--- src/hw/video_macros.svh ---
`ifndef VIDEO_MACROS_SVH
`define VIDEO_MACROS_SVH

// line timing, in cend periods (7 MHz pixel clock)
`define HBLNK_BEG 9'd0
`define HSYNC_BEG 9'd10   // sync starts 10 periods into blank
`define HSYNC_END 9'd43   // 33 periods of sync
`define HBLNK_END 9'd84
`define HPIX_BEG  9'd148  // 64 periods after line_start
`define HPIX_END  9'd404
`define HINT_BEG  9'd3    // horizontal interrupt position
`define HPERIOD   9'd448

// frame timing, in lines
`define VBLNK_BEG 9'd0
`define VSYNC_BEG 9'd8
`define VSYNC_END 9'd12   // 4 lines of frame sync
`define VBLNK_END 9'd32
`define VPIX_BEG  9'd80
`define VPIX_END  9'd272  // 192 visible lines
`define VINT_LINE 9'd0
`define VPERIOD   9'd320

`define INT_LEN   6'd32   // irq length in cend periods
`define CLK_DIV   3'd4    // clk cycles per cend

`endif

--- src/hw/video_pkg.sv ---
package video_pkg;

	// position within a line, one step per cend
	typedef logic [8:0] hcount_t;

	// line number within a frame
	typedef logic [8:0] vcount_t;

	// colour index: bit 3 intensity, bits 2..0 rgb
	typedef logic [3:0] pixel_t;

	// interrupt request FSM
	typedef enum logic
	{
		int_idle,   // waiting for the interrupt position
		int_active  // irq asserted, length counter running
	} int_state_t;

endpackage

--- src/hw/strobe_gen.sv ---
`timescale 1ns/100ps
`include "video_macros.svh"

module strobe_gen
(
	input  logic clk,
	input  logic rst,
	input  logic init,      // async to the pixel phase, any clk
	output logic cend,      // pixel strobe, one clk in CLK_DIV
	output logic pre_cend,  // clk just before cend
	output logic init_cend  // init aligned onto a cend
);

	logic [1:0] phase;    // position within the pixel period
	logic       init_pend; // init seen, waiting for the next cend

	// free-running divider, wraps every CLK_DIV clocks
	always_ff @(posedge clk)
	begin
		if (rst)
			phase <= 2'd0;
		else
			phase <= phase + 2'd1;
	end

	assign pre_cend = (phase == 2'(`CLK_DIV - 3'd2));
	assign cend     = (phase == 2'(`CLK_DIV - 3'd1)); // 4th clk after reset

	// a new request wins over release, so it is never lost
	always_ff @(posedge clk)
	begin
		if (rst)
			init_pend <= 1'b0;
		else if (init)
			init_pend <= 1'b1;
		else if (cend)
			init_pend <= 1'b0; // released this cycle
	end

	assign init_cend = cend && init_pend;

endmodule

--- src/hw/hsync_gen.sv ---
`timescale 1ns/100ps
`include "video_macros.svh"

// horizontal raster timing over one 448-period line
//
// hcount: 0 ..10 ......... 43 ........ 84 ... 148 ..... 404 ... 447
// hblank: 1111111111111111111111111111110000000000000000000000000000
// hsync : 0000011111111111111111000000000000000000000000000000000000
// hpix  : 0000000000000000000000000000000000001111111111100000000000
module hsync_gen
(
	input  logic clk,
	input  logic rst,
	input  logic cend,
	input  logic pre_cend,
	input  logic init_cend,   // re-phases the line to position 0
	output logic hblank,
	output logic hsync,
	output logic hpix,        // horizontal pixel window
	output logic line_start,  // pulse one period before the visible line
	output logic hsync_start, // pulse one period before hsync rises
	output logic hint_start   // pulse at the interrupt position
);

	video_pkg::hcount_t hcount;

	// line position, steps once per pixel period
	always_ff @(posedge clk)
	begin
		if (rst)
			hcount <= '0;
		else if (cend)
		begin
			if (init_cend || hcount == (`HPERIOD - 9'd1))
				hcount <= '0;
			else
				hcount <= hcount + 9'd1;
		end
	end

	// levels move one clk after the matching cend
	always_ff @(posedge clk)
	begin
		if (rst)
		begin
			hblank <= 1'b0;
			hsync  <= 1'b0;
			hpix   <= 1'b0;
		end
		else if (cend)
		begin
			if (hcount == `HBLNK_BEG)
				hblank <= 1'b1;
			else if (hcount == `HBLNK_END)
				hblank <= 1'b0;

			if (hcount == `HSYNC_BEG)
				hsync <= 1'b1;
			else if (hcount == `HSYNC_END)
				hsync <= 1'b0;

			if (hcount == `HPIX_BEG)
				hpix <= 1'b1;
			else if (hcount == `HPIX_END)
				hpix <= 1'b0;
		end
	end

	// strobes sampled on pre_cend, so they land on the following cend
	always_ff @(posedge clk)
	begin
		if (rst)
		begin
			line_start  <= 1'b0;
			hsync_start <= 1'b0;
			hint_start  <= 1'b0;
		end
		else
		begin
			line_start  <= pre_cend && (hcount == `HBLNK_END);
			hsync_start <= pre_cend && (hcount == `HSYNC_BEG);
			hint_start  <= pre_cend && (hcount == `HINT_BEG);
		end
	end

endmodule

--- src/hw/vsync_gen.sv ---
`timescale 1ns/100ps
`include "video_macros.svh"

// vertical raster timing, 320 lines per frame
module vsync_gen
(
	input  logic clk,
	input  logic rst,
	input  logic hsync_start, // one pulse per line
	output logic vblank,
	output logic vsync,
	output logic vpix,        // vertical pixel window
	output logic int_line     // current line carries the interrupt
);

	video_pkg::vcount_t vcount;

	// line number, wraps at the end of the frame
	always_ff @(posedge clk)
	begin
		if (rst)
			vcount <= '0;
		else if (hsync_start)
		begin
			if (vcount == (`VPERIOD - 9'd1))
				vcount <= '0;
			else
				vcount <= vcount + 9'd1;
		end
	end

	// frame levels, all moved at the start of horizontal sync
	always_ff @(posedge clk)
	begin
		if (rst)
		begin
			vblank <= 1'b0;
			vsync  <= 1'b0;
			vpix   <= 1'b0;
		end
		else if (hsync_start)
		begin
			if (vcount == `VBLNK_BEG)
				vblank <= 1'b1;
			else if (vcount == `VBLNK_END)
				vblank <= 1'b0;

			if (vcount == `VSYNC_BEG)
				vsync <= 1'b1;
			else if (vcount == `VSYNC_END)
				vsync <= 1'b0;

			if (vcount == `VPIX_BEG)
				vpix <= 1'b1;
			else if (vcount == `VPIX_END)
				vpix <= 1'b0;
		end
	end

	assign int_line = (vcount == `VINT_LINE); // whole line, from the counter

endmodule

--- src/hw/int_gen.sv ---
`timescale 1ns/100ps
`include "video_macros.svh"

// frame interrupt of fixed length
module int_gen
(
	input  logic clk,
	input  logic rst,
	input  logic cend,
	input  logic hint_start, // horizontal interrupt position
	input  logic int_line,   // interrupt line of the frame
	output logic irq
);

	video_pkg::int_state_t state;
	logic [5:0]            int_cnt; // cend periods left

	always_ff @(posedge clk)
	begin
		if (rst)
		begin
			state   <= video_pkg::int_idle;
			int_cnt <= '0;
		end
		else
		begin
			case (state)
				video_pkg::int_idle:
				begin
					if (hint_start && int_line)
					begin
						state   <= video_pkg::int_active;
						int_cnt <= `INT_LEN; // hint_start is itself a cend
					end
				end
				video_pkg::int_active:
				begin
					if (cend)
					begin
						int_cnt <= int_cnt - 6'd1;
						if (int_cnt == 6'd1) // last period done
							state <= video_pkg::int_idle;
					end
				end
				default: state <= video_pkg::int_idle;
			endcase
		end
	end

	assign irq = (state == video_pkg::int_active); // one clk after hint_start

endmodule

--- src/hw/video_out.sv ---
`timescale 1ns/100ps

// final colour mux and composite sync, one register stage
module video_out
(
	input  logic              clk,
	input  logic              rst,
	input  logic              cend,
	input  logic              hblank,
	input  logic              vblank,
	input  logic              hsync,
	input  logic              vsync,
	input  logic              hpix,
	input  logic              vpix,
	input  video_pkg::pixel_t border,   // border colour index
	input  video_pkg::pixel_t pixel_in, // already a colour index
	output video_pkg::pixel_t rgb,
	output logic              csync,
	output logic              pix_gate  // pixel window, as seen at the output
);

	logic in_window; // both pixel windows open

	assign in_window = hpix && vpix;

	always_ff @(posedge clk)
	begin
		if (rst)
		begin
			rgb      <= '0;
			csync    <= 1'b0;
			pix_gate <= 1'b0;
		end
		else if (cend)
		begin
			// blank first: no colour may leak into retrace
			if (hblank || vblank)
				rgb <= '0;
			else if (in_window)
				rgb <= pixel_in;
			else
				rgb <= border;

			csync    <= hsync || vsync; // simple or of both syncs
			pix_gate <= in_window;
		end
	end

endmodule

--- src/hw/video_sync_top.sv ---
`timescale 1ns/100ps

module video_sync_top
(
	input  logic              clk,
	input  logic              rst,
	input  logic              init,       // re-phase request for the line
	input  video_pkg::pixel_t border,
	input  video_pkg::pixel_t pixel_in,
	output video_pkg::pixel_t rgb,
	output logic              csync,
	output logic              hsync,
	output logic              vsync,
	output logic              irq,
	output logic              pix_gate,
	output logic              line_start
);

	logic cend;
	logic pre_cend;
	logic init_cend;
	logic hblank;
	logic hpix;
	logic hsync_start; // steps the frame counter
	logic hint_start;
	logic vblank;
	logic vpix;
	logic int_line;

	strobe_gen strobe_gen_inst
	(
		.clk       (clk),
		.rst       (rst),
		.init      (init),
		.cend      (cend),
		.pre_cend  (pre_cend),
		.init_cend (init_cend)
	);

	hsync_gen hsync_gen_inst
	(
		.clk         (clk),
		.rst         (rst),
		.cend        (cend),
		.pre_cend    (pre_cend),
		.init_cend   (init_cend),
		.hblank      (hblank),
		.hsync       (hsync),
		.hpix        (hpix),
		.line_start  (line_start),
		.hsync_start (hsync_start),
		.hint_start  (hint_start)
	);

	vsync_gen vsync_gen_inst
	(
		.clk         (clk),
		.rst         (rst),
		.hsync_start (hsync_start),
		.vblank      (vblank),
		.vsync       (vsync),
		.vpix        (vpix),
		.int_line    (int_line)
	);

	int_gen int_gen_inst
	(
		.clk        (clk),
		.rst        (rst),
		.cend       (cend),
		.hint_start (hint_start),
		.int_line   (int_line),
		.irq        (irq)
	);

	video_out video_out_inst
	(
		.clk      (clk),
		.rst      (rst),
		.cend     (cend),
		.hblank   (hblank),
		.vblank   (vblank),
		.hsync    (hsync),
		.vsync    (vsync),
		.hpix     (hpix),
		.vpix     (vpix),
		.border   (border),
		.pixel_in (pixel_in),
		.rgb      (rgb),
		.csync    (csync),
		.pix_gate (pix_gate)
	);

endmodule

--- config.mk ---
export PLATFORM = sky130hd
export DESIGN_NAME = video_sync_top
export DESIGN_NICKNAME = d
export VERILOG_FILES = /design/src/hw/video_pkg.sv /design/src/hw/strobe_gen.sv /design/src/hw/hsync_gen.sv /design/src/hw/vsync_gen.sv /design/src/hw/int_gen.sv /design/src/hw/video_out.sv /design/src/hw/video_sync_top.sv
export VERILOG_INCLUDE_DIRS = /design/src /design/src/hw
export SDC_FILE = /design/constraint.sdc
export NUM_CORES = 1
export LEC_CHECK = 0
export ABC_AREA = 0
export BUFFER_PORTS_ARGS = -buffer_cell sky130_fd_sc_hd__buf_2
export CELL_PAD_IN_SITES_DETAIL_PLACEMENT = 0
export CELL_PAD_IN_SITES_GLOBAL_PLACEMENT = 2
export CORE_MARGIN = 2
export CORE_UTILIZATION = 34
export CTS_BUF_LIST = sky130_fd_sc_hd__clkbuf_8
export DETAILED_ROUTE_END_ITERATION = 16
export GPL_TIMING_DRIVEN = 0
export PLACE_DENSITY = 0.82
export SYNTH_ARGS = -nofsm -noshare
export SYNTH_HDL_FRONTEND = slang
export SYNTH_SLANG_ARGS = --single-unit
--- constraint.sdc ---
create_clock -name clk -period 1.5 [get_ports clk]
set_clock_uncertainty 0.2 [all_clocks]
set_input_delay 0.075 -clock clk [delete_from_list [all_inputs] [get_ports clk]]
set_output_delay 0.075 -clock clk [all_outputs]
set_load 0.05 [all_outputs]
==> qor_table.md <==
| Step | Result | Reported |
| --- | --- | --- |
| route | Via count | 1,820 |
| route | DR iter-0 viols | 56 |
| place | Gp weighted congestion | 0.745 |
| grt | Initial antenna violation count | 0 |
| outcome | Status | finished with violations |
| logic synthesis | Xor/xnor share of the synthesized area | 6.28% |
| clocking | Count of clock tree sinks | 43 |
| finish | Proportion of layout cells with a drive suffix above 1 | 40.7% |
| place | Count of input and output buffers | 20 |
| flow run | Max-capacitance violation count | 0 |
| grt | Vias in the first global route | 1,804 |
| critical path | Cell type of the slowest stage on the worst timing path | dfxtp_2 |
| timing | Post-route setup TNS | -981 ps |
| critical path | Setup crit end kind | register |
| pwr | Power dissipated by switching net loads | 0.501 mW |
| finish | Inserted Diodes | 0 |
| grt | Global-route usage over all layers | 16.1% |
| clocking | Clock tree from TritonCTS | done |
| logic synthesis | Dominant combinational cell family by area after synthesis | simple AND/OR/NAND/NOR gates |
| place | Inst Count DP | 333 |
| route | Total DRC errors in the routed layout | 0 |
| logic synthesis | Share of flip-flops with an asynchronous set or reset after synthesis | 0% |
| critical path | Kind of start point of the critical path | register |
| route | Detailed-route wire length | 4990 um |
| pwr | Leak pwr | 1.13 nW |
| clocking | Cell at the root of the clock tree | clkbuf_8 |
| grt | First-pass GRT wire length | 8470 um |
| logic synthesis | Gate count of the mapped netlist | 238 |
| floorplan | Std cell rows | 28 |
| pwr | Net switching share of the total power | 23.2% |
| timing | Max transition margin | 57.5% |
| logic synthesis | Synthesized-area fraction occupied by adder cells | 5.38% |
| min path | Class of the tightest hold or removal check | in -> reg |
| logic synthesis | Count of distinct cell types in the synthesized netlist | 52 |
| place | Detailed Place HPWL | 3190 um |
| timing | Worst-margin pin slew | 638 ps |
| logic synthesis | Number of synthesized flops with an enable pin | 0 |
| pwr | Internal power contribution | 1.65 mW |
| logic synthesis | Synthesized area per cell | 8.79 um^2 |
| clocking | Buffers from clock root to sink, at most | 2 |
| logic synthesis | Mux cell area share after synthesis | 5.50% |
| clocking | Number of buffers created by CTS | 5 |
| logic synthesis | Synthesis-stage register bit count | 43 |
| pwr | PD cells | 730 mW/mm^2 |
| pwr | Share of power burned in registers | 54.0% |
| timing | Crit path time final | 1600 ps |
| critical path | CP Data Arrival Time | 1580 ps |
| grt | Total gr overflow | 0 |
| timing | Setup repair after global routing missed its margin | yes |
| logic synthesis | Share of synthesized area occupied by flip-flops and latches | 41.1% |
| floorplan | Area inside the core boundary | 0.00592 mm^2 |
| clocking | CTS clock-pin slew for the worst setup and hold paths | 80 ps |
| pwr | Comb pwr share | 8.7% |
| logic synthesis | Post-synthesis compound-gate area fraction | 9.81% |
| pwr | IR drop worst, VDD | 0.414 mV |
| critical path | Start point of the critical path | strobe_gen_inst.phase[0] |
| finish | End-of-flow core utilization | 49.8% |
| critical path | Kind of critical path | reg -> reg |
| floorplan | # IOs | 21 |
| clocking | Clock latency of the later-clocked register in the worst-skew pair | 290 ps |
| logic synthesis | Dominant register cell in the synthesized netlist | dfxtp_1 |
| route | First-pass iteration count of the detailed router | 5 |
| timing | Fin Hold WS | 42.7 ps |
| pwr | Clock share of power | 37.2% |
| logic synthesis | Area share of and/or/nand/nor cells after synthesis | 26.5% |
| finish | Layout-stage area growth over the synthesis result | 41.0% |
| timing | Hold Vio Cnt, Final | 0 |
| logic synthesis | Nets in the synthesized netlist | 258 |
| floorplan | X dimension of the die | 82.4 um |
| floorplan | Die Area | 0.00680 mm^2 |
| finish | Post-Layout Cell Count | 370 |
| floorplan | Initial core utilization | 35.3% |
| critical path | Beginning of the worst register-to-register path | strobe_gen_inst.phase[0] |
| critical path | Max incr delay on CP | 360 ps |
| timing | Worst setup slack after layout | -99.9 ps |
| timing | Final worst-path cycle share | 107% |
| route | Routed length per placed instance | 13.5 um |
| timing | Fmax | 0.625 GHz |
| timing | Final count of pins violating max slew | 0 |
| route | Number of vias per cell after detailed routing | 4.92 |
| critical path | CP Cell Sequence | ha_4, buf_6, buf_4, nand4_1, xor2_1, nor2_4 |
| critical path | Max Fanout on Critical Path | 10 |
| grt | Largest net degree at the start of global routing | 13 |
| floorplan | Die boundary height | 82.4 um |
| critical path | Required time of the worst setup path | 1480 ps |
| timing | Final setup violating endpoints | 17 |
| outcome | Violations in the final reports | setup timing |
| min path | Hold path startpoint | rst |
| logic synthesis | Warnings, synthesis | 0 |
| finish | Number of nets in the layout | 314 |
| clocking | Htree depth | 2 |
| route | Antenna-violating nets left | 0 |
| logic synthesis | Post-synthesis instance area | 0.00209 mm^2 |
metal layers:
| layer | share of wire, % | wire length [um] | up-vias | GRT usage (%) |
|---|---|---|---|---|
| li1 | - | - | 935 | - |
| met5 | 0 | 0 | - | 0 |
| met3 | 2.3 | 117 | 5 | 3.26 |
| met2 | 48 | 2410 | 22 | 26.9 |
| met1 | 48 | 2420 | 858 | 21.0 |
| met4 | 0.92 | 46 | 0 | 4.67 |
through the flow:
step           setup WS, ps  instance area, um^2  power (mW)
3_3_place_gp           -266                 2330        1.33
3_5_place_dp           -260                 2330        1.33
4_1_cts               -93.1                 2800        2.18
6_report              -99.9                 2950        2.15
2_1_floorplan         -79.4                 2130        1.28
5_1_grt                -194                 2950        2.26
flip-flops by register name, indices dropped and copies added (netlist names), 2 cells and up:
signal                 count
video_out_inst.rgb         4
strobe_gen_inst.phase      2
hsync_gen_inst.hcount      9
int_gen_inst.int_cnt       6
vsync_gen_inst.vcount      9
worst max-delay path: cells and delay by family, from the launching register on:
family,cells,cell delay [ps]
buffers and inverters,2,310
adder cells (fa/ha/maj),1,160
flip-flops,1,360
AND/OR/NAND/NOR,2,190
XOR/XNOR,1,280
area by class of cell:
type / instances / area [um^2]
timing repair buffer: 51 / 369
sequential: 43 / 901
inverter: 16 / 62.6
clock buffer: 7 / 96.3
clock inverter: 1 / 3.75
multi-input combinational: 168 / 1360
buffer: 9 / 63.8
tap: 75 / 93.8
fill: 585 / 2970
layout by cell type (no fill, tap or decap), types with 3 or more instances in the layout:
cell type and instances:
buf_6 5, a22oi_1 5, inv_1 15, nand2_1 16, mux2i_1 7, buf_4 21, dfxtp_1 25, xnor2_1 10
mux2_2 4, ha_1 4, nand4_1 13, dlygate4sd3_1 10, dfxtp_2 11, ha_4 4, nand3_1 5, nor2_4 3
dfxtp_4 7, clkbuf_8 7, buf_2 20, xor2_1 5, nor2_1 33, a21oi_1 5, buf_1 3, nor2_2 4
cells in the mapped netlist (3+ instances only):
master,count,area [um^2]
xnor2_1,10,87.6
nand2_1,18,67.6
a21oi_1,5,25.0
nand3_1,7,35.0
mux2_2,4,45.0
buf_2,6,30.0
nor3_1,5,25.0
dfxtp_1,43,861
a22oi_1,5,37.5
nand4_1,13,81.3
buf_1,3,11.3
xor2_1,5,43.8
mux2i_1,7,70.1
nor2_1,39,146
inv_1,16,60.1
ha_1,9,113
power groups by stage:
stage | combinational (mW) | clock, mW | sequential, mW
6_report | 0.188 | 0.802 | 1.16
2_1_floorplan | 0.0708 | 0 | 1.21
4_1_cts | 0.176 | 0.839 | 1.17
3_3_place_gp | 0.128 | 0 | 1.20
3_5_place_dp | 0.129 | 0 | 1.20
5_1_grt | 0.207 | 0.881 | 1.17
kinds of logic after synthesis:
family                   Yosys count
adder cells (fa/ha/maj)            9
flip-flops                        43
AO/OA/AOI/OAI                     27
XOR/XNOR                          15
multiplexers                      11
buffers and inverters             27
AND/OR/NAND/NOR                  106
what timing repair did:
action                                  4_1_cts  5_1_grt
endpoints found under the setup margin       30       35
resized for setup                            46       29
buffers inserted                             14        6
endpoints found under the hold margin         8        0
pin swaps                                    18       15
hold buffers                                 10        0
gates cloned                                  1        0
path summary, 6_finish.rpt:
kind | depth (start not counted) | end | slack, ps
setup reg to reg | 6 | hsync_gen_inst.hcount[3] | -100
hold reg to reg | 2 | video_out_inst.pix_gate | 270
hold / removal | 4 | hsync_gen_inst.hcount[7] | 40
setup / recovery | 6 | hsync_gen_inst.hcount[3] | -100
No activity file was read; power rests on OpenSTA's default activity.
